File: src/include/pitch_settings.svh
`ifndef PITCH_SETTINGS_SVH
`define PITCH_SETTINGS_SVH

////////////////////////////////////////////////////////////////////////////
// sample memory layout
////////////////////////////////////////////////////////////////////////////

`define PITCH_MEM_DEPTH    512
`define PITCH_ADDR_W       9

// index 0 of each region, history sits below it
`define PITCH_SIG_BASE     144
`define PITCH_SCAL_BASE    400

////////////////////////////////////////////////////////////////////////////
// search limits and constants
////////////////////////////////////////////////////////////////////////////

`define PITCH_LAG_MAX      143
`define PITCH_FRAME_MAX    112

`define PITCH_THRESH       27853    // 0.85 in Q15
`define PITCH_ENERGY_LOW   1048576  // below this the signal is scaled up

`endif

File: src/source/pitch_pkg.sv
`include "pitch_settings.svh"

package pitch_pkg;

	typedef logic signed [15:0] word_t;  // sample, lag or index
	typedef logic signed [31:0] acc_t;
	typedef logic [`PITCH_ADDR_W-1:0] addr_t;

	typedef struct packed
	{
		word_t pit_min;
		word_t pit_max;
		word_t l_frame;
	} pitch_cfg_t;

	typedef struct packed
	{
		addr_t addr;
		word_t wdata;
		logic  we;
	} mem_req_t;

	// inputs of the shared operator block
	typedef struct packed
	{
		word_t mult_a;
		word_t mult_b;
		word_t mac_a;
		word_t mac_b;
		acc_t  mac_c;
		word_t shift_val;
	} ops_req_t;

	typedef struct packed
	{
		word_t mult_out;
		acc_t  mac_out;
		logic  mac_ovf;
		word_t shr3_out;
		word_t shl3_out;
	} ops_rsp_t;

	typedef enum logic [3:0]
	{
		ol_idle,
		ol_eng_rd,
		ol_eng_acc,
		ol_scl_rd,
		ol_scl_wr,
		ol_srch_go,
		ol_srch_wait,
		ol_dec1,
		ol_dec2
	} ol_state_t;

	typedef enum logic [2:0]
	{
		lag_idle,
		lag_rd_a,
		lag_rd_b,
		lag_mac,
		lag_cmp
	} lag_state_t;

endpackage

File: src/source/dsp_ops.sv
`timescale 1ns/100ps

module dsp_ops
(
	input  pitch_pkg::ops_req_t req,
	output pitch_pkg::ops_rsp_t rsp
);
	import pitch_pkg::*;

	acc_t               mult_prod;
	acc_t               mult_q15;
	acc_t               mac_prod;
	logic signed [33:0] mac_sum;
	logic signed [18:0] shl_wide;

	assign mult_prod = req.mult_a * req.mult_b;
	assign mult_q15 = mult_prod >>> 15;
	assign mac_prod = req.mac_a * req.mac_b;
	assign mac_sum = 34'(req.mac_c) + (34'(mac_prod) <<< 1);  // L_mac doubling
	assign shl_wide = 19'(req.shift_val) <<< 3;

	always_comb
	begin
		// only -1 * -1 can leave the Q15 range
		if (mult_q15 > 32'sd32767)
			rsp.mult_out = 16'sh7fff;
		else
			rsp.mult_out = word_t'(mult_q15);

		if (mac_sum > 34'sd2147483647)
		begin
			rsp.mac_out = 32'sh7fff_ffff;
			rsp.mac_ovf = 1'b1;
		end
		else if (mac_sum < -34'sd2147483648)
		begin
			rsp.mac_out = 32'sh8000_0000;
			rsp.mac_ovf = 1'b1;
		end
		else
		begin
			rsp.mac_out = acc_t'(mac_sum);
			rsp.mac_ovf = 1'b0;
		end

		rsp.shr3_out = req.shift_val >>> 3;

		if (shl_wide > 19'sd32767)
			rsp.shl3_out = 16'sh7fff;
		else if (shl_wide < -19'sd32768)
			rsp.shl3_out = 16'sh8000;
		else
			rsp.shl3_out = word_t'(shl_wide);
	end

endmodule

File: config.mk
export PLATFORM = sky130hd
export DESIGN_NAME = dsp_ops
export DESIGN_NICKNAME = d
export VERILOG_FILES = /design/src/source/pitch_pkg.sv /design/src/source/dsp_ops.sv
export VERILOG_INCLUDE_DIRS = /design/src /design/src/include
export SDC_FILE = /design/constraint.sdc
export NUM_CORES = 1
export LEC_CHECK = 0
export BUFFER_PORTS_ARGS = -buffer_cell sky130_fd_sc_hd__buf_2
export CAP_MARGIN = 30
export CORE_MARGIN = 8
export CORE_UTILIZATION = 60
export DETAILED_ROUTE_END_ITERATION = 12
export PLACE_DENSITY = 0.8
export SYNTH_ARGS = -nofsm -noshare
export SYNTH_HDL_FRONTEND = slang
export SYNTH_SLANG_ARGS = --single-unit
File: constraint.sdc
create_clock -name vclk -period 18.3
set_input_delay 3.66 -clock vclk [all_inputs]
set_output_delay 3.66 -clock vclk [all_outputs]
set_load 0.01 [all_outputs]
; ---- After elaboration in Yosys (flattened, before gate mapping)
; Index checks and enable logic that the tools add are counted.
[classes]
n_mul = 2
shifts = 0
n_lt_le_gt_ge = 5
bitwise_logic = 0
mux = 5
div_mod_pow = 0
addsub = 1
reduce_logical = 0
eq_ne = 0
[op_table]
columns = cell, n
row1 = $mux W33, 2
row2 = $mul A16 B16 Y32, 2
row3 = $mux W16, 3
row4 = $add A32 B33 Y34, 1
row5 = $gt A34 B32 Y1 const B, 1
row6 = $lt A34 B32 Y1 const B, 1
row7 = $gt A19 B16 Y1 const B, 1
row8 = $lt A19 B16 Y1 const B, 1
row9 = $gt A17 B16 Y1 const B, 1
[totals]
output_inout_bits = 81
latchBits = 0
ramBits = 0
n_memories = 0
mem_bits_ro = 0
regBits = 0
input_bits = 112

; ---- Depth between registers and ports, before layout
[depth]
ltp_word = 5
mapped_depth = 36
ltp_nobuf = 33

; ---- Worst setup path after synthesis
; OpenSTA, ideal clock, no wires.
[synth_timing]
path_kind = input-to-output
from = input port req[49] (netlist name)
to = output port rsp[34] (netlist name)
cell_stages = 32
arrival_time_ns = 10.745
slack_ns = 3.895
path_buffers = 2
cell_sequence = clkbuf_1 nand2_1 inv_1 fa_1 inv_1 fa_1 fa_1 inv_1 fa_1 fa_1 inv_1 fa_1 inv_1 ha_1 and3_1 o21a_1 a311oi_1 nand2_1 a21o_1 a21oi_1 xnor2_1 ha_1 and3_1 and2_1 a221oi_2 nand3_1 nor2_1 o41ai_4 xnor2_2 o21ai_4 buf_6 a21oi_2
[synth_rtl]
columns = element, line
row1 = start: declaration, dsp_ops.sv:5  ; input pitch_pkg::ops_req_t req,
row2 = end: declaration, dsp_ops.sv:6  ; output pitch_pkg::ops_rsp_t rsp

==> key figures <==
Run status
  – Run status: finished, final reports clean

STA
  – Pins Over Slew Limit: 0
  – Final setup TNS: 0 ns
  – Max Freq: 64.7 MHz
  – Slew headroom: 0.317
  – RSZ-0062 raised after global routing: no
  – Worst-Margin Slew: 1.02 ns
  – Final period util: 0.845
  – Fin crit period: 15.46 ns
  – # setup viols final: 0
  – Fin. Hold Viols: 0

Min path
  – Hold path cells: 2
  – Worst hold path type: in -> out

Global routing
  – Largest net degree at the start of global routing: 32
  – All-Layer GR Usage: 0.246
  – Grt total ovfl: 0
  – First-pass GRT wire length: 84500 um
  – Vias in the first global route: 17700
  – Initial antenna violation count: 4

Synth
  – Synth warn: 0
  – Mapped Area: ~0.021 mm^2
  – Cell variety after synth: 69
  – Area contributors post-synth: fa_1 49%, ha_1 11%, inv_1 10%, and2_1 6.5%, nand2_1 5.1%
  – Sequential area share after synthesis: 0
  – Mapped Avg Cell Area: 8.98 um^2
  – Yosys top cell area share: 0.489
  – Post-Syn Instances: approximately 2400
  – Synthesized net count: 3217
  – Synth area leader: fa_1

Critical path
  – Worst setup EP type: output pin
  – Delay of the slowest cell on the worst path: 0.54 ns
  – Crit path max fanout: 31
  – Worst Path Arrival: 11.80 ns
  – Slowest CP cell: fa_1
  – WS Path Type: in -> out
  – Crit path required time: between 10 and 15 ns
  – Cell mode on critical path: fa_1
  – CP startpoint kind: input pin

Detailed routing
  – Drt total wl: 50400 um
  – Remaining DRCs: 0
  – Via count: 16300
  – Vias per cell: 5.53
  – Detailed Routing Iterations Pass 1: 5
  – Initial DRC count: 1024
  – Routed WL per cell: about 17 um
  – Post-DRT Antenna Nets: 0

Flow run
  – Max-Cap Viols: 0

Die
  – Die W: 205 um
  – Row cnt: 69
  – Die area: about 0.042 mm^2
  – Boundary Pins: 193
  – Die Height: 205 um
  – Initial Utilization: 0.606
  – Core ar.: 0.0354 mm^2

Finish
  – Syn-to-layout area delta: 5.15%
  – Clock buffer count: 0
  – Most common cell after layout, fill and taps aside: inv_1
  – Commonest non-fill, non-tap cells in the layout: 576 x inv_1, 524 x fa_1, 290 x nand2_1
  – Sequential cells: 0
  – # nets final: 3318
  – Register Area: 0 um^2
  – Layout cells sized above 1: 0.0977

CTS
  – Post-CTS Hold Fix Bufs: 0
  – Setup bufs post-CTS: 0
  – Post-cts resize count: 0

Place
  – Port Buffers: 193
  – Gpl congestion: 0.962
  – Detail Placement HPWL: 44500 um
## logic make-up (layout without fill, tap and decap cells)
group | count (synthesis) | count (layout) | share of synthesized area
other | 0 | 3 | 0
buffers and inverters | 672 | 771 | 0.123
muxes | 2 | 2 | 0.000934
xor gates and xnor gates | 89 | 89 | 0.0376
and+or+nand+nor | 661 | 661 | 0.154
adders and majority gates | 717 | 717 | 0.602
AOI/OAI and AO/OA | 247 | 247 | 0.0821
## routing by layer
metal | global-route usage | wire length [um] | vias to the layer above
li1 | - | - | 7312
met2 | 0.419 | 24500 | 666
met5 | 0 | 10 | -
met3 | 0.0274 | 3820 | 124
met1 | 0.331 | 20400 | 8216
met4 | 0.0717 | 1620 | 2
## worst max-delay path, delay by kind of cell
| family | cells | cell delay (ns) |
|---|---|---|
| AOI/OAI and AO/OA | 9 | 1.89 |
| xor gates and xnor gates | 2 | 0.35 |
| buffers and inverters | 6 | 1.11 |
| adders and majority gates | 8 | 3.62 |
| and+or+nand+nor | 6 | 1.12 |
## cell usage after synthesis, types with 8 or more instances
master	instances
inv_1	576
fa_1	524
nand2_1	290
and2_1	222
ha_1	193
clkbuf_1	72
a21oi_1	60
xnor2_1	55
nand2b_1	42
nor2_1	40
a21o_1	35
xor2_1	32
o21ai_0	30
o21ai_2	27
o21a_1	20
buf_4	18
o21bai_1	14
nand3_1	13
and3_1	12
nor3_1	8
## area by class of cell
| cell class | instances | area (um^2) |
|---|---|---|
| Fill cell | 2962 | 12900 |
| Tap cell | 461 | 577 |
| Timing Repair Buffer | 195 | 993 |
| Multi-Input combinational cell | 1716 | 18800 |
| Antenna cell | 3 | 7.51 |
| Inverter | 576 | 2160 |
## per-stage QoR
stage	cell area (um^2)	util	hold slack [ns]	instances	setup WS, ns
6_report	22500	0.637	7.52	2951	2.84
5_1_grt	22500	0.637	7.53	2950	2.42
4_1_cts	22500	0.637	7.52	2948	2.88
3_5_place_dp	22500	0.637	7.52	2948	2.92
3_3_place_gp	22500	0.636	7.52	2947	2.69
2_1_floorplan	21400	-	7.41	2388	3.90
## worst paths after layout
kind                     from  endpoint  slack [ns]
worst min-delay path  req[10]   rsp[23]        7.52
worst max-delay path  req[74]   rsp[50]        2.84
Power is left out: the tool's default activity adds up to more than one toggle a clock period on the data nets, which glitch-free logic cannot reach.
