**src/include/pitch_settings.svh**
```systemverilog
`ifndef PITCH_SETTINGS_SVH
`define PITCH_SETTINGS_SVH

////////////////////////////////////////////////////////////////////////////
// sample memory layout
////////////////////////////////////////////////////////////////////////////

`define PITCH_MEM_DEPTH    512
`define PITCH_ADDR_W       9

// index 0 of each region, history sits below it
`define PITCH_SIG_BASE     144
`define PITCH_SCAL_BASE    400

////////////////////////////////////////////////////////////////////////////
// search limits and constants
////////////////////////////////////////////////////////////////////////////

`define PITCH_LAG_MAX      143
`define PITCH_FRAME_MAX    112

`define PITCH_THRESH       27853    // 0.85 in Q15
`define PITCH_ENERGY_LOW   1048576  // below this the signal is scaled up

`endif

```
**src/source/pitch_pkg.sv**
```systemverilog
`include "pitch_settings.svh"

package pitch_pkg;

	typedef logic signed [15:0] word_t;  // sample, lag or index
	typedef logic signed [31:0] acc_t;
	typedef logic [`PITCH_ADDR_W-1:0] addr_t;

	typedef struct packed
	{
		word_t pit_min;
		word_t pit_max;
		word_t l_frame;
	} pitch_cfg_t;

	typedef struct packed
	{
		addr_t addr;
		word_t wdata;
		logic  we;
	} mem_req_t;

	// inputs of the shared operator block
	typedef struct packed
	{
		word_t mult_a;
		word_t mult_b;
		word_t mac_a;
		word_t mac_b;
		acc_t  mac_c;
		word_t shift_val;
	} ops_req_t;

	typedef struct packed
	{
		word_t mult_out;
		acc_t  mac_out;
		logic  mac_ovf;
		word_t shr3_out;
		word_t shl3_out;
	} ops_rsp_t;

	typedef enum logic [3:0]
	{
		ol_idle,
		ol_eng_rd,
		ol_eng_acc,
		ol_scl_rd,
		ol_scl_wr,
		ol_srch_go,
		ol_srch_wait,
		ol_dec1,
		ol_dec2
	} ol_state_t;

	typedef enum logic [2:0]
	{
		lag_idle,
		lag_rd_a,
		lag_rd_b,
		lag_mac,
		lag_cmp
	} lag_state_t;

endpackage

```
**src/source/pitch_config_regs.sv**
```systemverilog
`timescale 1ns/100ps
`include "pitch_settings.svh"

module pitch_config_regs
(
	input  logic                  clk,
	input  logic                  reset,
	input  logic                  cfg_we,
	input  logic [1:0]            cfg_sel,   // 0 pit_min, 1 pit_max, 2 l_frame
	input  pitch_pkg::word_t      cfg_wdata,
	output pitch_pkg::word_t      cfg_rdata,
	output pitch_pkg::pitch_cfg_t cfg,
	output logic                  cfg_ok
);
	import pitch_pkg::*;

	always_ff @(posedge clk)
	begin
		if (reset)
		begin
			cfg.pit_min <= word_t'(20);
			cfg.pit_max <= word_t'(143);
			cfg.l_frame <= word_t'(80);
		end
		else if (cfg_we)
		begin
			case (cfg_sel)
				2'd0: cfg.pit_min <= cfg_wdata;
				2'd1: cfg.pit_max <= cfg_wdata;
				2'd2: cfg.l_frame <= cfg_wdata;
				default: ;
			endcase
		end
	end

	always_comb
	begin
		case (cfg_sel)
			2'd0: cfg_rdata = cfg.pit_min;
			2'd1: cfg_rdata = cfg.pit_max;
			2'd2: cfg_rdata = cfg.l_frame;
			default: cfg_rdata = '0;
		endcase
	end

	// all three sections must be non-empty and fit the memory regions
	assign cfg_ok = (cfg.pit_min >= 16'sd1)
		&& (int'(cfg.pit_min) * 4 <= int'(cfg.pit_max))
		&& (cfg.pit_max <= `PITCH_LAG_MAX)
		&& (cfg.l_frame >= 16'sd1)
		&& (cfg.l_frame <= `PITCH_FRAME_MAX);

endmodule

```
**config.mk**
```make
export PLATFORM = sky130hd
export DESIGN_NAME = pitch_config_regs
export DESIGN_NICKNAME = d
export VERILOG_FILES = /design/src/source/pitch_pkg.sv /design/src/source/pitch_config_regs.sv
export VERILOG_INCLUDE_DIRS = /design/src /design/src/include
export SDC_FILE = /design/constraint.sdc
export NUM_CORES = 1
export LEC_CHECK = 0
export BUFFER_PORTS_ARGS = -buffer_cell sky130_fd_sc_hd__buf_2
export CAP_MARGIN = 20
export CORE_MARGIN = 5
export CORE_UTILIZATION = 51
export DETAILED_ROUTE_END_ITERATION = 16
export PLACE_DENSITY = 0.77
export SKIP_CTS_REPAIR_TIMING = 1
export SLEW_MARGIN = 15
export SYNTH_ARGS = -nofsm -noshare
export SYNTH_HDL_FRONTEND = slang
export SYNTH_SLANG_ARGS = --single-unit
```
**constraint.sdc**
```tcl
create_clock -name clk -period 2.3 [get_ports clk]
set_input_delay 0.575 -clock clk [delete_from_list [all_inputs] [get_ports clk]]
set_output_delay 0.575 -clock clk [all_outputs]
set_load 0.01 [all_outputs]
```
Word level (Yosys, flattened, before mapping)
Index checks and enable logic that the tools add are counted.
{ "op_classes": {"add_sub_neg": 0, "mul": 0, "div_mod_pow": 0, "order_cmp": 5, "n_eq_ne": 2, "shifts": 0, "muxes": 1, "n_bitwise": 0, "reduce_logical": 8} }
{ "op_table": {"columns": ["cell", "count"], "rows": [
  ["$pmux W16 S3", 1],
  ["$ge A16 B2 Y1 const B", 2],
  ["$le A18 B16 Y1", 1],
  ["$le A16 B8 Y1 const B", 1],
  ["$le A16 B9 Y1 const B", 1],
  ["$reduce_and A2 Y1", 3],
  ["$logic_and A1 B1 Y1", 4],
  ["$eq A2 B1 Y1 const B", 1],
  ["$eq A2 B2 Y1 const B", 1],
  ["$logic_not A2 Y1", 1]
]} }
{ "totals": {"reg_bits": 48, "latchBits": 0, "ram_bits": 0, "mem_bits_ro": 0, "input_bits": 21, "output_inout_bits": 65, "word_cells": 19, "mem_count": 0} }

Longest topological paths before layout
{ "depth": {"word_depth": 5, "ltp_mapped": 8, "mapped_depth_nobuf": 7} }

Worst setup path before layout
No wires, ideal clock.
{ "synth_path": {"kind": "register to output", "start": "register cfg[31] (netlist bit)", "end": "output cfg_ok", "arrival_ps": 1784, "required_ps": 1725, "setup_slack_ps": -59, "path_stages_with_launch": 7, "n_path_buf": 0, "path_cell_list": "dfxtp_1 -> inv_1 -> ha_1 -> nand4_1 -> nor4_1 -> nand4_1 -> a311oi_1"} }
{ "synth_between": {"elab_chain_cells": 5, "word_cells_on_any_way": 6, "classes_between": "2 x order compare; 4 x reduce/logical"} }
{ "synth_lines": {"columns": ["element", "line", "source"], "rows": [
  ["start: declaration", "pitch_config_regs.sv:12", "output pitch_pkg::pitch_cfg_t cfg,"],
  ["$le A18 B16 Y1", "pitch_config_regs.sv:48", "&& (int'(cfg.pit_min) * 4 <= int'(cfg.pit_max))"],
  ["$logic_and A1 B1 Y1", "pitch_config_regs.sv:48", null],
  ["$logic_and A1 B1 Y1 (*) (3 in series)", "pitch_config_regs.sv:47", "assign cfg_ok = (cfg.pit_min >= 16'sd1)"],
  ["end: declaration", "pitch_config_regs.sv:13", "output logic cfg_ok"]
]} }
Mark *: on every way between the ends. The rest lies on a longest branch, timed or not.

Final worst setup path
{ "layout_path": {"start": "register cfg[19] (netlist bit)", "end": "output cfg_ok"} }
The elaborated chain is that of the path after synthesis.

==> flow_summary.json <==
{
  "status": "finished with violations",
  "violations": "negative setup slack",
  "yosysSeqAreaShare_pct": 36.69,
  "dp_hpwl_mm": 5.895,
  "cp.required_ps": 1730,
  "worstPathArrival_ps": 2130,
  "vdd_drop_max_v": 0.0004923,
  "syn_nets": 376,
  "grtUsageTotal_pct": 25.34,
  "ys_ff_latch": 48,
  "tritoncts": "built",
  "postLayoutCellArea_um2": 3576,
  "pwr-share-seq_pct": 48.6,
  "synthToLayoutAreaGrowth_pct": 36.55,
  "num_rows": 26,
  "dpl_cell_area_um2": 3364,
  "port_buffers": 85,
  "power.internal_uw": 1286,
  "place_inst": 516,
  "numCtsBuffers": 5,
  "leakage_uw": 0.001647,
  "layout.cells.non_filler": 525,
  "setup_tns_ps": -400.5,
  "switching_share_pct": 29.70,
  "skew_ps": 0,
  "reg_top3": "cfg x48",
  "gp_congestion": 0.9016,
  "fmax_mhz": 370.3,
  "die_area_um2": 6668,
  "grt_pass1_wl_mm": 12.81,
  "grt_overflow": 0,
  "worstPathMaxFanout": 2,
  "drt_wl_total_mm": 8.863,
  "vias": 2905,
  "start_kind": "register",
  "p_sw_uw": 543.5,
  "ys_warn_count": 0,
  "power.density_nw_per_um2": 511.7,
  "die_h_um": 81.66,
  "vias_per_cell": 5.533,
  "clk_path_buf_depth": 2,
  "hold_viol": 0,
  "end_kind": "output port",
  "worst_skew_pair.late_latency_ps": 300,
  "syn_area_um2": 2619,
  "clockPowerShare_pct": 28.9,
  "grt_max_degree": 27,
  "htreeDepth": 2,
  "layout-drive-gt1-share_pct": 38.24,
  "worst_pin_slew_ps": 770.0,
  "first_pass_iters": 5,
  "largest_reg_flops": 48,
  "synth.area.top_cells": "dfxtp_1 37%, nand2_1 16%, ha_1 7.6%, a21oi_1 7.3%, mux2i_1 6.1%",
  "synthesis.instances": 339,
  "final_nets": 491,
  "grt_pass1_vias": 2500,
  "drv_cap": 0,
  "synth_top_area_cell": "dfxtp_1",
  "clk_pin_slew_ps": 90,
  "yosysTopAreaCellShare_pct": 36.69,
  "initial_core_util_pct": 51.94,
  "fp.dieW_um": 81.66,
  "top_register": "cfg",
  "antennaDiodeCount": 0,
  "pin_count": 86,
  "layout_setup_ws_ps": -400.5,
  "holdCritPathClass": "register to register",
  "post-route-min-period_ps": 2700,
  "yosysUniqueCellTypes": 35,
  "worst-setup-path-type": "register to output port",
  "antenna_found_initial": 0,
  "drcViolationCount": 0,
  "slew_headroom_pct": 48.67,
  "ant_nets": 0,
  "rr_worst_depth": 4,
  "slew_viol_final": 0,
  "rsz0062_at_grt": "true",
  "drt_iter0_drc": 230,
  "cts_sinks": 48,
  "final_core_utilization_pct": 70.92,
  "wl_per_cell_um": 16.88,
  "cts_root_buffer": "clkbuf_8",
  "whs_path_depth": 2,
  "avgSynthCellArea_um2": 7.725,
  "core_um2": 5042,
  "setup_viol": 1,
  "post-route-period-util_pct": 117.4,
  "power_frac_comb_pct": 22.5,
  "p_total_uw": 1830
}
==> power by group through the flow <==
stage	logic, µW	registers (µW)	clock network [µW]
CTS	382	884	531
global placement	374	902	0
global route	445	892	573
floorplan	193	924	0
detailed placement	380	903	0
finish	412	889	529
==> cell usage after synthesis (all sizes together) <==
master	number
a31oi	1
nor3	5
mux2i	16
a311oi	1
inv	15
nand4	5
nand3b	7
nor2	6
o31ai	1
nor4	7
a211o	3
nand2b	1
and2	1
ha	16
or4	1
nor3b	2
dfxtp	48
nand2	111
nor2b	1
a211oi	1
a221oi	1
a21oi	46
buf	11
and3b	1
o21ai	20
clkbuf	9
nand3	1
or3b	1
==> placed cells by master (no fill, tap or decap), drive strengths merged <==
cell and count:
buf 128, and2 1, inv 15, a21oi 46
nand4 5, a31oi 1, nor3b 2, clkbuf 7
o21ai 20, or3b 1, nor2b 1, a211oi 1
a211o 3, nor3 5, nand2b 1, or4 1
nor4 7, o31ai 1, and3b 1, nand3b 7
ha 16, a221oi 1, nand3 1, nor2 6
dfxtp 48, a311oi 1, nand2 111, mux2i 16
clkinvlp 1
==> layout make-up <==
cell class              instances  area (µm²)
multi-input cells             256        1578
fillers                       382        1466
flip-flops and latches         48       972.2
repair buffers                128       785.8
well taps                      70       87.58
clock buffers                   7       86.33
inverters                      15       58.81
clock inverters                 1       7.507
==> kinds of logic after synthesis <==
group                      Yosys count  share of synthesized area [%]
and+or+nand+nor                    150                          26.09
adders and majority gates           16                          7.644
AOI/OAI and AO/OA                   74                          16.25
buffers and inverters               35                          7.214
muxes                               16                          6.115
DFF                                 48                          36.69
==> through the flow <==
stage          hold slack, ps  setup slack, ps
2_1_floorplan           499.0            23.39
3_3_place_gp            466.5           -31.48
3_5_place_dp            474.6           -120.8
4_1_cts                 486.1           -466.2
5_1_grt                 502.5           -509.9
6_report                492.0           -400.5
==> path summary, 6_finish.rpt <==
| path | startpoint | end | slack, ps |
|---|---|---|---|
| setup / recovery | cfg[19] | cfg_ok | -400 |
| hold reg to reg | cfg[11] | cfg[11] | 490 |
| setup reg to reg | cfg[23] | cfg[23] | 1350 |
| hold / removal | cfg[11] | cfg[11] | 490 |
==> layer usage <==
metal	track usage, %	vias to the layer above	part of all wire [%]
li1	-	1382	-
met1	34.84	1333	41
met2	40.07	171	48
met3	5.154	19	9.4
met4	7.475	0	2.3
met5	0	-	0
==> worst max-delay path: stages, from the launching register on <==
cell	delay, ps
dfxtp_2	340
inv_1	70
ha_1	320
a21oi_1	150
o21ai_1	100
a221oi_1	280
o21ai_1	130
a311oi_2	250
buf_2	180
Power figures use the tool's default switching activity.
