===== config.mk =====
export PLATFORM = sky130hd
export DESIGN_NAME = pitch_ol
export DESIGN_NICKNAME = d
export VERILOG_FILES = /design/src/source/pitch_pkg.sv /design/src/source/lag_max.sv /design/src/source/pitch_ol.sv
export VERILOG_INCLUDE_DIRS = /design/src /design/src/include
export SDC_FILE = /design/constraint.sdc
export NUM_CORES = 1
export LEC_CHECK = 0
export BUFFER_PORTS_ARGS = -buffer_cell sky130_fd_sc_hd__buf_4
export CAP_MARGIN = 40
export CORE_ASPECT_RATIO = 1.4
export CORE_MARGIN = 2
export CORE_UTILIZATION = 60
export CTS_BUF_LIST = sky130_fd_sc_hd__clkbuf_4
export CTS_CLUSTER_DIAMETER = 40
export CTS_CLUSTER_SIZE = 24
export DETAILED_ROUTE_END_ITERATION = 10
export GPL_TIMING_DRIVEN = 0
export PLACE_DENSITY_LB_ADDON = 0.1
export SLEW_MARGIN = 20
export SYNTH_ARGS = -nofsm -noshare
export SYNTH_HDL_FRONTEND = slang
export SYNTH_SLANG_ARGS = --single-unit

===== constraint.sdc =====
create_clock -name clk -period 4.85 [get_ports clk]
set_input_delay 0.97 -clock clk [delete_from_list [all_inputs] [get_ports clk]]
set_output_delay 0.97 -clock clk [all_outputs]
set_load 0.05 [all_outputs]

===== src/include/pitch_settings.svh =====
`ifndef PITCH_SETTINGS_SVH
`define PITCH_SETTINGS_SVH

////////////////////////////////////////////////////////////////////////////
// sample memory layout
////////////////////////////////////////////////////////////////////////////

`define PITCH_MEM_DEPTH    512
`define PITCH_ADDR_W       9

// index 0 of each region, history sits below it
`define PITCH_SIG_BASE     144
`define PITCH_SCAL_BASE    400

////////////////////////////////////////////////////////////////////////////
// search limits and constants
////////////////////////////////////////////////////////////////////////////

`define PITCH_LAG_MAX      143
`define PITCH_FRAME_MAX    112

`define PITCH_THRESH       27853    // 0.85 in Q15
`define PITCH_ENERGY_LOW   1048576  // below this the signal is scaled up

`endif


===== src/source/pitch_pkg.sv =====
`include "pitch_settings.svh"

package pitch_pkg;

	typedef logic signed [15:0] word_t;  // sample, lag or index
	typedef logic signed [31:0] acc_t;
	typedef logic [`PITCH_ADDR_W-1:0] addr_t;

	typedef struct packed
	{
		word_t pit_min;
		word_t pit_max;
		word_t l_frame;
	} pitch_cfg_t;

	typedef struct packed
	{
		addr_t addr;
		word_t wdata;
		logic  we;
	} mem_req_t;

	// inputs of the shared operator block
	typedef struct packed
	{
		word_t mult_a;
		word_t mult_b;
		word_t mac_a;
		word_t mac_b;
		acc_t  mac_c;
		word_t shift_val;
	} ops_req_t;

	typedef struct packed
	{
		word_t mult_out;
		acc_t  mac_out;
		logic  mac_ovf;
		word_t shr3_out;
		word_t shl3_out;
	} ops_rsp_t;

	typedef enum logic [3:0]
	{
		ol_idle,
		ol_eng_rd,
		ol_eng_acc,
		ol_scl_rd,
		ol_scl_wr,
		ol_srch_go,
		ol_srch_wait,
		ol_dec1,
		ol_dec2
	} ol_state_t;

	typedef enum logic [2:0]
	{
		lag_idle,
		lag_rd_a,
		lag_rd_b,
		lag_mac,
		lag_cmp
	} lag_state_t;

endpackage


===== src/source/lag_max.sv =====
`timescale 1ns/100ps
`include "pitch_settings.svh"

module lag_max
(
	input  logic                clk,
	input  logic                reset,
	input  logic                search_start,
	input  pitch_pkg::word_t    lag_hi,
	input  pitch_pkg::word_t    lag_lo,
	input  pitch_pkg::word_t    l_frame,
	input  pitch_pkg::word_t    rdata,
	input  pitch_pkg::ops_rsp_t ops_rsp,
	output pitch_pkg::mem_req_t mem_req,
	output pitch_pkg::ops_req_t ops_req,
	output logic                search_done,
	output pitch_pkg::word_t    best_lag,
	output pitch_pkg::word_t    best_cor
);
	import pitch_pkg::*;

	lag_state_t state;
	word_t      k;         // lag under test
	word_t      j;         // sample index
	word_t      lo_q;
	word_t      opa;       // scal[j] held for the MAC
	acc_t       acc;
	acc_t       best_acc;
	logic       last_j;

	assign last_j = (j == l_frame - 1);
	assign best_cor = best_acc[31:16];

	////////////////////////////////////////////////////////////////////////////
	// address and operator steering
	////////////////////////////////////////////////////////////////////////////

	always_comb
	begin
		mem_req = '0;
		ops_req = '0;
		case (state)
			lag_rd_a: mem_req.addr = addr_t'(`PITCH_SCAL_BASE + j);
			lag_rd_b: mem_req.addr = addr_t'(`PITCH_SCAL_BASE + j - k);
			lag_mac:
			begin
				if (!last_j)
					mem_req.addr = addr_t'(`PITCH_SCAL_BASE + j + 1);  // next scal[j]
				ops_req.mac_a = opa;
				ops_req.mac_b = rdata;  // scal[j-k]
				ops_req.mac_c = acc;
			end
			default: ;
		endcase
	end

	////////////////////////////////////////////////////////////////////////////
	// control
	////////////////////////////////////////////////////////////////////////////

	always_ff @(posedge clk)
	begin
		if (reset)
		begin
			state <= lag_idle;
			search_done <= 1'b0;
			j <= '0;
			k <= '0;
			acc <= '0;
		end
		else
		begin
			search_done <= 1'b0;
			case (state)
				lag_idle:
				begin
					if (search_start)
					begin
						k <= lag_hi;
						j <= '0;
						acc <= '0;
						state <= lag_rd_a;
					end
				end
				lag_rd_a: state <= lag_rd_b;
				lag_rd_b: state <= lag_mac;
				lag_mac:
				begin
					acc <= ops_rsp.mac_out;
					if (last_j)
						state <= lag_cmp;
					else
					begin
						j <= j + 16'sd1;
						state <= lag_rd_b;
					end
				end
				lag_cmp:
				begin
					if (k == lo_q)
					begin
						search_done <= 1'b1;
						state <= lag_idle;
					end
					else
					begin
						k <= k - 16'sd1;
						j <= '0;
						acc <= '0;
						state <= lag_rd_a;
					end
				end
				default: state <= lag_idle;
			endcase
		end
	end

	// running maximum, >= so the lower lag wins a tie
	always_ff @(posedge clk)
	begin
		if (state == lag_idle && search_start)
		begin
			lo_q <= lag_lo;
			best_acc <= 32'sh8000_0000;
			best_lag <= lag_hi;
		end
		if (state == lag_rd_b)
			opa <= rdata;
		if (state == lag_cmp && acc >= best_acc)
		begin
			best_acc <= acc;
			best_lag <= k;
		end
	end

	range_order: assert property (@(posedge clk) disable iff (reset)
		search_start |-> lag_lo <= lag_hi);

endmodule


===== src/source/pitch_ol.sv =====
`timescale 1ns/100ps
`include "pitch_settings.svh"

module pitch_ol
(
	input  logic                  clk,
	input  logic                  reset,
	input  logic                  start,
	input  pitch_pkg::pitch_cfg_t cfg,
	input  logic                  cfg_ok,
	input  pitch_pkg::word_t      rdata,
	input  pitch_pkg::ops_rsp_t   ops_rsp,
	output pitch_pkg::mem_req_t   mem_req,
	output pitch_pkg::ops_req_t   ops_req,
	output logic                  busy,
	output logic                  done,
	output pitch_pkg::word_t      t_op
);
	import pitch_pkg::*;

	ol_state_t  state;
	pitch_cfg_t cfg_q;       // limits frozen for the whole run
	word_t      i;
	acc_t       energy;
	logic       e_ovf;       // sticky saturation
	logic [1:0] sec;         // section 0 covers the longest lags
	word_t      max1, max2, max3;
	word_t      p1, p2, p3;
	word_t      min_x2, min_x4;
	word_t      lag_hi, lag_lo;
	logic       accept;
	logic       last_i;
	logic       search_start;
	logic       search_done;
	word_t      best_lag;
	word_t      best_cor;
	mem_req_t   lm_mem_req;
	ops_req_t   lm_ops_req;

	assign accept = (state == ol_idle) && start && cfg_ok;
	assign last_i = (i == cfg_q.l_frame - 1);
	assign min_x2 = word_t'(cfg_q.pit_min * 2);
	assign min_x4 = word_t'(cfg_q.pit_min * 4);

	always_comb
	begin
		case (sec)
			2'd0:
			begin
				lag_hi = cfg_q.pit_max;
				lag_lo = min_x4;
			end
			2'd1:
			begin
				lag_hi = min_x4 - 16'sd1;
				lag_lo = min_x2;
			end
			default:
			begin
				lag_hi = min_x2 - 16'sd1;
				lag_lo = cfg_q.pit_min;
			end
		endcase
	end

	lag_max u_lag_max
	(
		.clk          (clk),
		.reset        (reset),
		.search_start (search_start),
		.lag_hi       (lag_hi),
		.lag_lo       (lag_lo),
		.l_frame      (cfg_q.l_frame),
		.rdata        (rdata),
		.ops_rsp      (ops_rsp),
		.mem_req      (lm_mem_req),
		.ops_req      (lm_ops_req),
		.search_done  (search_done),
		.best_lag     (best_lag),
		.best_cor     (best_cor)
	);

	////////////////////////////////////////////////////////////////////////////
	// memory and operator steering
	////////////////////////////////////////////////////////////////////////////

	always_comb
	begin
		mem_req = '0;
		ops_req = '0;
		search_start = 1'b0;
		case (state)
			ol_eng_rd: mem_req.addr = addr_t'(`PITCH_SIG_BASE + i);
			ol_eng_acc:
			begin
				ops_req.mac_a = rdata;
				ops_req.mac_b = rdata;
				ops_req.mac_c = energy;
				if (!last_i)
					mem_req.addr = addr_t'(`PITCH_SIG_BASE + i + 1);  // prefetch
			end
			ol_scl_rd: mem_req.addr = addr_t'(`PITCH_SIG_BASE + i);
			ol_scl_wr:
			begin
				ops_req.shift_val = rdata;
				mem_req.addr = addr_t'(`PITCH_SCAL_BASE + i);
				mem_req.we = 1'b1;
				if (e_ovf)
					mem_req.wdata = ops_rsp.shr3_out;
				else if (energy < `PITCH_ENERGY_LOW)
					mem_req.wdata = ops_rsp.shl3_out;
				else
					mem_req.wdata = rdata;
			end
			ol_srch_go, ol_srch_wait:
			begin
				search_start = (state == ol_srch_go);
				mem_req = lm_mem_req;
				ops_req = lm_ops_req;
			end
			ol_dec1, ol_dec2:
			begin
				ops_req.mult_a = max1;
				ops_req.mult_b = word_t'(`PITCH_THRESH);
			end
			default: ;
		endcase
	end

	////////////////////////////////////////////////////////////////////////////
	// control
	////////////////////////////////////////////////////////////////////////////

	always_ff @(posedge clk)
	begin
		if (reset)
		begin
			state <= ol_idle;
			busy <= 1'b0;
			done <= 1'b0;
			i <= '0;
			sec <= '0;
			energy <= '0;
			e_ovf <= 1'b0;
			t_op <= '0;
		end
		else
		begin
			done <= 1'b0;
			case (state)
				ol_idle:
				begin
					if (accept)
					begin
						i <= -cfg.pit_max;
						energy <= '0;
						e_ovf <= 1'b0;
						busy <= 1'b1;
						state <= ol_eng_rd;
					end
				end
				ol_eng_rd: state <= ol_eng_acc;
				ol_eng_acc:
				begin
					energy <= ops_rsp.mac_out;
					e_ovf <= e_ovf | ops_rsp.mac_ovf;
					if (last_i)
					begin
						i <= -cfg_q.pit_max;
						state <= ol_scl_rd;
					end
					else
						i <= i + 16'sd1;
				end
				ol_scl_rd: state <= ol_scl_wr;
				ol_scl_wr:
				begin
					if (last_i)
					begin
						sec <= '0;
						state <= ol_srch_go;
					end
					else
					begin
						i <= i + 16'sd1;
						state <= ol_scl_rd;
					end
				end
				ol_srch_go: state <= ol_srch_wait;
				ol_srch_wait:
				begin
					if (search_done)
					begin
						if (sec == 2'd2)
							state <= ol_dec1;
						else
						begin
							sec <= sec + 2'd1;
							state <= ol_srch_go;
						end
					end
				end
				ol_dec1: state <= ol_dec2;
				ol_dec2:
				begin
					t_op <= (max3 > ops_rsp.mult_out) ? p3 : p1;  // max1 already updated
					done <= 1'b1;
					busy <= 1'b0;
					state <= ol_idle;
				end
				default: state <= ol_idle;
			endcase
		end
	end

	always_ff @(posedge clk)
	begin
		if (accept)
			cfg_q <= cfg;
		if (state == ol_srch_wait && search_done)
		begin
			case (sec)
				2'd0:
				begin
					max1 <= best_cor;
					p1 <= best_lag;
				end
				2'd1:
				begin
					max2 <= best_cor;
					p2 <= best_lag;
				end
				default:
				begin
					max3 <= best_cor;
					p3 <= best_lag;
				end
			endcase
		end
		// shorter lag wins if close enough to the longer one
		if (state == ol_dec1 && max2 > ops_rsp.mult_out)
		begin
			max1 <= max2;
			p1 <= p2;
		end
	end

	done_ends_busy: assert property (@(posedge clk) disable iff (reset)
		done |-> !busy && $past(busy));

endmodule


Word-level counts from Yosys, hierarchy flattened
Cells that the tools add are included. Widths: inputs -> output; s select.

Reduce and logical (&&, ||, !) cells: 34. Equal/unequal tests: 26. Bitwise logic cells: 3. $lt $le $gt $ge: 4. Add/sub/neg operators: 15. Muxes and demuxes: 61.

Operators with widths (number): $mux 16 (20); $mux 32 (6); $pmux 64 s2 (1); $pmux 16 s2 (3); $pmux 16 s3 (2); $pmux 32 s3 (1); $mux 64 (1); $pmux 32 s2 (1); $sub 16x2->16 const B (3); $pmux 9 s4 (1); $eq 16x17->1 (2); $add 16x2->16 const B (2); $ge 32x32->1 (1); $gt 16x16->1 (2); $lt 32x22->1 const B (1); $neg 16->16 (2); $pmux 4 s8 (1); $pmux 9 s3 (1); $add 8x9->9 const A (2); $add 9x2->9 const B (2); $mux 9 (2); $mux 17 (1); $sub 16x2->17 const B (1); $eq 16x16->1 (1); other kinds (33) (83).

Flip-flop bits (word level): 365. Logic and storage cells: 169.

Logic depth before layout (Yosys ltp)
Gate-level depths: netlist of run 1.

Word-level depth: 6. Mapped depth: 14. Depth with buffers taken out: 13.

Modules after synthesis
From an unflattened synthesis of run 1, not the netlist that was laid out.

Cells, all modules: 2330. Area, all modules: 21936.0 sq um.

Modules (own cells, without submodules): pitch_ol (area each 12843.6 sq um, times used 1, cells each 1331); lag_max (area each 9092.5 sq um, times used 1, cells each 999).

Worst setup path before layout of run 1
No wires, ideal clock.

Path type: flip-flop to output port. From: register cfg_q[3] (netlist bit). To: output mem_req[21] (netlist bit). Data required time: 3.880 ns. Arrival: 4.057 ns. Cell stages (with the launch flop): 11. Slack: -0.177 ns. Buffers on the path: 1. Cells stage by stage: edfxtp_1 -> buf_6 -> or3_1 -> or4b_2 -> a21oi_1 -> nor4_1 -> nand4_1 -> nor4_4 -> nor2_1 -> a21oi_1 -> o311ai_0.

RTL lines: start, declared (RTL line pitch_ol.sv:22) `pitch_cfg_t cfg_q;`; start signal, assigned (RTL line pitch_ol.sv:219) `cfg_q <= cfg;`; end, declared (RTL line pitch_ol.sv:13) `output pitch_pkg::mem_req_t mem_req,`.

==> metrics, run 1 <==
status=finished, violations left; violated checks=setup timing; initial core utilization=61.2%; Avg Synthesized Cell Area=9.73 µm²; share of layout cells above drive strength 1=roughly 22%; WL final=64.8 mm; synthesized instance count=between 2000 and 2500; Worst-Margin Slew=0.901 ns; main flop type after synthesis=edfxtp_1; WP data required=3.88 ns; DRT antenna net count=0; Skew-Pair Late Insertion Delay=0.81 ns; synthesized flop and latch total=365; row count=between 70 and 80; Worst Skew=0.100 ns; Relative slew margins=between 30 and 40%; CP Capture Type=primary output; post-synth top area share=33.0%; count of pins over their slew limit=0; worst reg-to-reg path cell count=12; r2r startpoint=u_lag_max.best_acc[25]; Post-Syn Area=0.0204 mm²; Layout Utilization=74.3%; clock-pin slew on the worst setup and hold paths=0.13 ns; Leakage=0.00985 µW; DR WL/cell=21.9 µm; Max Buffers Root-to-Sink=3; total vias in the final route=18400; die width=160 µm; Hold Crit Depth=1; synth-to-layout area growth=21.4%; HPWL Detailed=around 49 mm; Die Height=222 µm; number of port buffers=a little under 300; largest net degree at the start of global routing=49; Setup Crit Path Kind=register to primary output; startpoint types=register; FF-to-FF setup slack=about 0.75 ns; fmax=0.200 GHz; min Tclk post-route=between 5 and 6 ns; # setup viols final=6; IO Count=305; CP Data Arrival Time=4.04 ns; commonest non-fill, non-tap cells in the layout=buf_4, edfxtp_1, nand2_1; ys async rst share=0%; Synth warnings=0; Setup WS post-layout=-0.161 ns; Non-Filler Instances=2963; dpl cells=2849; Post-synth EDFFs=around 220; number of fill cells in the layout=2424; Max Cap Viol=0; vias in the first global route=18100; hold path endpoint=cfg_q[44]; Min-Delay Startpoint=cfg[44]; # DRC=0; CTS tree=yes; post-synthesis sequential area ratio=46.9%; Hold Crit Class=input pin to register; DR iter-0 viols=1582; Core Area=0.0333 mm²; GRT Total Usage=a little over a third; initial antenna violation count=1; Synth area leaders=edfxtp_1, dfxtp_1, ha_1, a21oi_1, nand2_1; CTS Root Cell=clkbuf_4; area leader, netlist=edfxtp_1; unrepaired setup endpoints after global routing=true; count of different cell masters after synthesis=89; Tcrit/Tclk final=103%; Hold Vio Cnt, Final=0; first-pass GRT wire length=around 98 mm; die area=0.0355 mm²; worst r2r dst=u_lag_max.best_acc[4]; multi-input logic area=around 0.010 mm²; critical path peak fanout=5; routability cong.=1.02; drt first pass iters=7; PD cells=332 mW/mm²; H-tree depth=2; total gr overflow=0; commonest non-fill, non-tap cell in the layout=buf_4; final-stage net count=2723; Register Area=0.00955 mm²; maximum VDD drop=0.000456 V; TNS Setup=-0.472 ns; vias per cell=between 6 and 7; clk sinks=~370; CTS buffer count=38
critical path, stage by stage, from the launching register on:
cell and delay, ns:
edfxtp_1 0.39, buf_6 0.15, or4_4 0.54, nor3_4 0.23, buf_6 0.16, xor2_4 0.07, a21oi_1 0.15, nand4_1 0.18
nor4_4 0.28, buf_4 0.19, nor2_4 0.06, a221o_1 0.33, a221o_1 0.41, buf_6 0.17
logic make-up (layout without fill, tap and decap cells):
logic type | after synthesis | in the layout | synth area share, %
xor gates and xnor gates | 105 | 105 | 4.51
DFF | 365 | 365 | 46.9
and+or+nand+nor | 727 | 727 | 18.0
other | 1 | 8 | 0.0184
muxes | 83 | 83 | 4.32
buffers and inverters | 250 | 667 | 5.00
AOI/OAI and AO/OA | 475 | 475 | 15.9
adders and majority gates | 88 | 88 | 5.43
worst max-delay path by stage:
stage                     start     endpoint  slack (ns)  depth (start not counted)
finish                 cfg_q[3]  mem_req[19]       -0.16                         13
global route           cfg_q[5]  mem_req[19]       -0.30                         14
CTS                    cfg_q[1]  mem_req[19]        -0.1                         13
detailed placement     cfg_q[0]  mem_req[25]       -0.19                         13
global placement    ops_rsp[66]     max1[10]       -0.58                         13
floorplan              cfg_q[3]  mem_req[24]        0.29                         11
flip-flops by register name, indices dropped and copies added (netlist names), 2 cells and up:
signal              count
p2                     16
p3                     16
sec                     2
u_lag_max.state         3
i                      16
p1                     16
max3                   16
max1                   16
u_lag_max.opa          16
energy                 32
state                   4
u_lag_max.acc          32
u_lag_max.lo_q         16
cfg_q                  48
u_lag_max.best_lag     16
u_lag_max.k            16
u_lag_max.best_acc     32
t_op                   16
max2                   16
u_lag_max.j            16
timing repair:
| action | 4_1_cts | 5_1_grt |
|---|---|---|
| buffers inserted | 33 | 13 |
| hold buffers | 0 | 0 |
| resized for setup | 48 | 32 |
| endpoints found under the setup margin | 15 | 29 |
| pin swaps | 27 | 29 |
per-stage QoR:
step                      total power, µW  hold slack [ns]  worst slack [ns]  cell area [µm²]
final                                8220            0.407            -0.161            24700
after global routing                 8520            0.371            -0.302            24700
after CTS                            8120            0.361           -0.0989            24500
after detailed placement             6170            0.458            -0.185            23300
after global placement               6140            0.453            -0.578            23200
after floorplan                      5330            0.439             0.285            20400
cells in the mapped netlist, drive strengths merged (5+ instances only):
library cell    n
a2111oi         5
a211oi         30
a21o           25
a21oi         163
a221oi         10
a222oi          5
a22o           53
a22oi          31
a311oi          7
a31oi           8
and2           38
and3           62
buf            31
clkbuf        120
dfxtp         141
edfxtp        224
ha             86
inv            98
mux2           40
mux2i          43
nand2         199
nand2b         18
nand3          89
nand3b          5
nand4          29
nor2          153
nor2b          15
nor3           47
nor4           29
o211ai          8
o21a           11
o21ai          50
o221ai          9
o22ai           7
o2bb2ai         7
o31ai           7
o32ai           9
or2             8
or3             7
or4            10
xnor2          58
xor2           47
power breakdown:
part / internal [µW] / leakage (µW) / switching, µW
Sequential: 3450 / 0.00323 / 155
Clock: 692 / 0.000364 / 1180
Combinational: 967 / 0.00626 / 1770
Total: 5110 / 0.00985 / 3110
routing by layer:
layer	track usage, %	part of all wire (%)	vias to the layer above
met2	62.8	51	958
met5	0	0	-
met4	19.4	5.9	0
met3	5.03	7.7	234
li1	-	-	8459
met1	40.9	36	8778
cell type report:
class	count	share of cell area [%]
clock buffer	45	1.37
tap	445	2.25
buffer	148	2.65
timing repair buffer	350	11.2
clock inverter	25	1.25
inverter	99	1.50
sequential	365	38.6
multi-input combinational	1485	41.2
antenna	1	0.0101
Note: power is estimated with default switching activity, not from simulation.
==> inputs of run 2 (changes only) <==
Settings changed: CAP_MARGIN 40 to 20, CORE_MARGIN 2 to unset, SYNTH_HIERARCHICAL set to 1.
==> run 2 against run 1 <==
The flow still finishes with violations (setup timing). Maximum frequency fell by 6.5%. Area after synthesis up 7.6%. Flip-flop and latch count did not move. Critical path depth decreased by 1. Sequential share of layout area fell by 2.7 points. Setup slack worse by 0.35 ns. Clock skew down 0.039 ns. Clock power about the same. Final area is 7.5% higher. Via count rose by 10%. Critical endpoint is now mem_req[18]. Largest cell class unchanged.
==> metrics, run 2 <==
status=finished, violations left; violated checks=setup timing; r2r startpoint=u_lag_max/acc[9]; ys async rst share=0% (unchanged); Switch Pwr=3490 µW (+13%); share of layout cells above drive strength 1=23.0% (+0.84 points); Worst path slowest cell=edfxtp_1; drt first pass iters=6 (-1); Post-synth EDFFs=224 (unchanged); commonest non-fill, non-tap cells in the layout=buf_4, edfxtp_1, nand2_1; Worst-Margin Slew=1.22 ns (+0.319 ns); fmax=0.187 GHz (-6.5%); worst reg-to-reg path cell count=9 (-3); WP data required=3.88 ns (about the same); startpoint types=register; synth cell count leaders=edfxtp_1, nand2_1, nor2_1, a21oi_1, dfxtp_1; CTS tree=yes; initial core utilization=61.1% (-0.093 points); P_int=5210 µW (+1.8%); CP cell instances=or3_4 > or3_4 > nor4bb_4 > a2bb2o_4 > nor4_4 > nor2_2 > buf_6 > a222oi_1 > inv_1 > a222oi_1 > inv_1 > buf_6; hold_ws=0.356 ns (-0.0516 ns); switch share=40.2% (+2.4 points); HPWL Detailed=52.1 mm (+6.6%); die width=164 µm (+2.4%); Core Area=0.0359 mm² (+7.8%); Layout Utilization=74.0% (-0.23 points); post-synthesis sequential area ratio=43.5% (-3.3 points); commonest non-fill, non-tap cell in the layout=buf_4; Synth warnings=6 (+6); min Tclk post-route=5.36 ns (+0.351 ns); Min-Delay Startpoint=cfg[35]; Die Height=228 µm (+2.8%); Crit path max-delay family=simple AND/OR/NAND/NOR gates; H-tree depth=2 (unchanged); number of port buffers=297 (+0.34%); count of different cell masters after synthesis=90 (+1.1%); unrepaired setup endpoints after global routing=true; Post-Syn Area=0.0219 mm² (+7.6%); # DRC=0 (unchanged); worst r2r dst=u_lag_max/best_acc[0]; final-stage net count=3025 (+11%); first-pass GRT wire length=105 mm (+7.1%); Hold Crit Depth=1 (unchanged); GRT Total Usage=36.5% (+1.2 points); clock-pin slew on the worst setup and hold paths=0.14 ns (about the same); # setup viols final=9 (+3); TNS Setup=-2.85 ns (-2.38 ns); CP Capture Type=primary output; post-synth top area share=30.7% (-2.3 points); largest net degree at the start of global routing=49 (unchanged); WL final=69.4 mm (+7.1%); Setup WS post-layout=-0.512 ns (-0.351 ns); Clk network pwr share=21.5% (-1.3 points); Tot Pwr=8700 µW (+5.9%); main flop type after synthesis=edfxtp_1; Synth area leaders=edfxtp_1, dfxtp_1, ha_1, a22o_1, nand2_1; maximum VDD drop=0.000391 V (-14%); CTS Root Cell=clkbuf_4; Max Cap Viol=0 (unchanged); Leakage=0.0108 µW (+9.7%); row count=82 (+3.8%); Hold Vio Cnt, Final=0 (unchanged); die area=0.0373 mm² (+5.3%); total vias in the final route=20300 (+10%); DR WL/cell=21.1 µm (-3.4%); CTS buffer count=38 (unchanged); routability cong.=0.969 (-5.0%); Worst Skew=0.0617 ns (-0.0387 ns); sequential power share=42.0% (-1.9 points); critical path peak fanout=4 (-1); count leader, synth=edfxtp_1; Max Buffers Root-to-Sink=3 (unchanged); max incr delay on CP=0.51 ns (-0.03 ns); clk sinks=365 (unchanged); vias in the first global route=19600 (+8.6%); FF-to-FF setup slack=0.70 ns (-0.05 ns); CP bufs+invs=4 (unchanged); synthesized flop and latch total=365 (unchanged); initial antenna violation count=5 (+4); DR iter-0 viols=1931 (+22%); Avg Synthesized Cell Area=9.41 µm² (-3.3%); Register Area=0.00955 mm² (about the same); most flop-heavy register=cfg_q; multi-input logic area=0.0114 mm² (+12%); synthesized instance count=2330 (+11%); Setup Crit Path Kind=register to primary output; Comb power frac=36.5% (+3.2 points); CP Data Arrival Time=4.39 ns (+0.35 ns); Skew-Pair Late Insertion Delay=0.78 ns (-0.03 ns); number of fill cells in the layout=2675 (+10%); vias per cell=6.19 (-0.54%); count of pins over their slew limit=0 (unchanged); total gr overflow=0 (unchanged); Hold Crit Class=input pin to register; Relative slew margins=18.5% (-21 points); synth-to-layout area growth=21.2%; area leader, netlist=edfxtp_1; DRT antenna net count=0 (unchanged); PD cells=327 mW/mm² (-1.5%); IO Count=305 (unchanged); Tcrit/Tclk final=111% (+7.2 points); max reg flops=48 (unchanged); hold path endpoint=cfg_q[35]
-- run 2: area by class of cell --
class | instances | area share [%]
Sequential cell | 365 | 35.9
Multi-Input combinational cell | 1701 | 42.9
Clock inverter | 26 | 1.25
Tap cell | 462 | 2.17
Clock buffer | 43 | 1.21
Antenna cell | 6 | 0.0565
Timing Repair Buffer | 354 | 10.5
Inverter | 100 | 1.41
Buffer | 228 | 4.60
-- run 2: layer usage --
metal  track usage, %  routed length, µm  share of wire (%)  up-vias
met3             5.02               5730                8.2      262
met4             20.4               3940                5.7        0
met5                0                  0                  0        -
li1                 -                  -                  -     9295
met1             43.6              25500                 37     9622
met2             62.5              34300                 49     1143
-- run 2: how the worst max path moves through the flow --
stage | start | end | slack [ns] | cells past startpoint
2_1_floorplan | cfg_q[0] | mem_req[24] | 0.06 | 12
4_1_cts | cfg_q[1] | mem_req[18] | -0.53 | 12
3_5_place_dp | cfg_q[1] | mem_req[18] | -0.37 | 14
3_3_place_gp | ops_rsp[74] | max1[8] | -1.38 | 13
6_report | cfg_q[0] | mem_req[18] | -0.51 | 12
5_1_grt | cfg_q[0] | mem_req[18] | -0.70 | 14
-- run 2: timing repair --
| action | in CTS | in global routing |
|---|---|---|
| hold buffers | 0 | 0 |
| pin swaps | 22 | 10 |
| setup endpoints to repair | 20 | 9 |
| gates resized for setup | 70 | 19 |
| buffers inserted | 43 | 8 |
-- run 2: logic make-up (layout without fill, tap and decap cells) --
| group | after synthesis | in the layout | synth area share, % |
|---|---|---|---|
| adder cells (fa/ha/maj) | 88 | 88 | 5.05 |
| buffers and inverters | 328 | 751 | 7.14 |
| XOR/XNOR | 111 | 111 | 4.49 |
| other | 1 | 71 | 0.0171 |
| flip-flops | 365 | 365 | 43.5 |
| multiplexers | 67 | 67 | 3.34 |
| AND/OR/NAND/NOR | 827 | 827 | 19.3 |
| AO/OA/AOI/OAI | 543 | 543 | 17.1 |
-- run 2: power groups by stage --
stage / Combinational [µW] / Sequential [µW] / Clock (µW)
finish: 3180 / 3650 / 1870
global route: 3340 / 3670 / 2010
CTS: 3100 / 3640 / 1890
detailed placement: 2930 / 3730 / 0
global placement: 2880 / 3730 / 0
floorplan: 2030 / 3670 / 0
-- run 2: metrics by stage --
step / area, µm² / std cells / worst slack (ns)
2_1_floorplan: 22200 / 2394 / 0.0596
3_3_place_gp: 25000 / 3153 / -1.38
3_5_place_dp: 25200 / 3159 / -0.371
4_1_cts: 26400 / 3271 / -0.525
5_1_grt: 26600 / 3282 / -0.698
6_report: 26600 / 3285 / -0.512
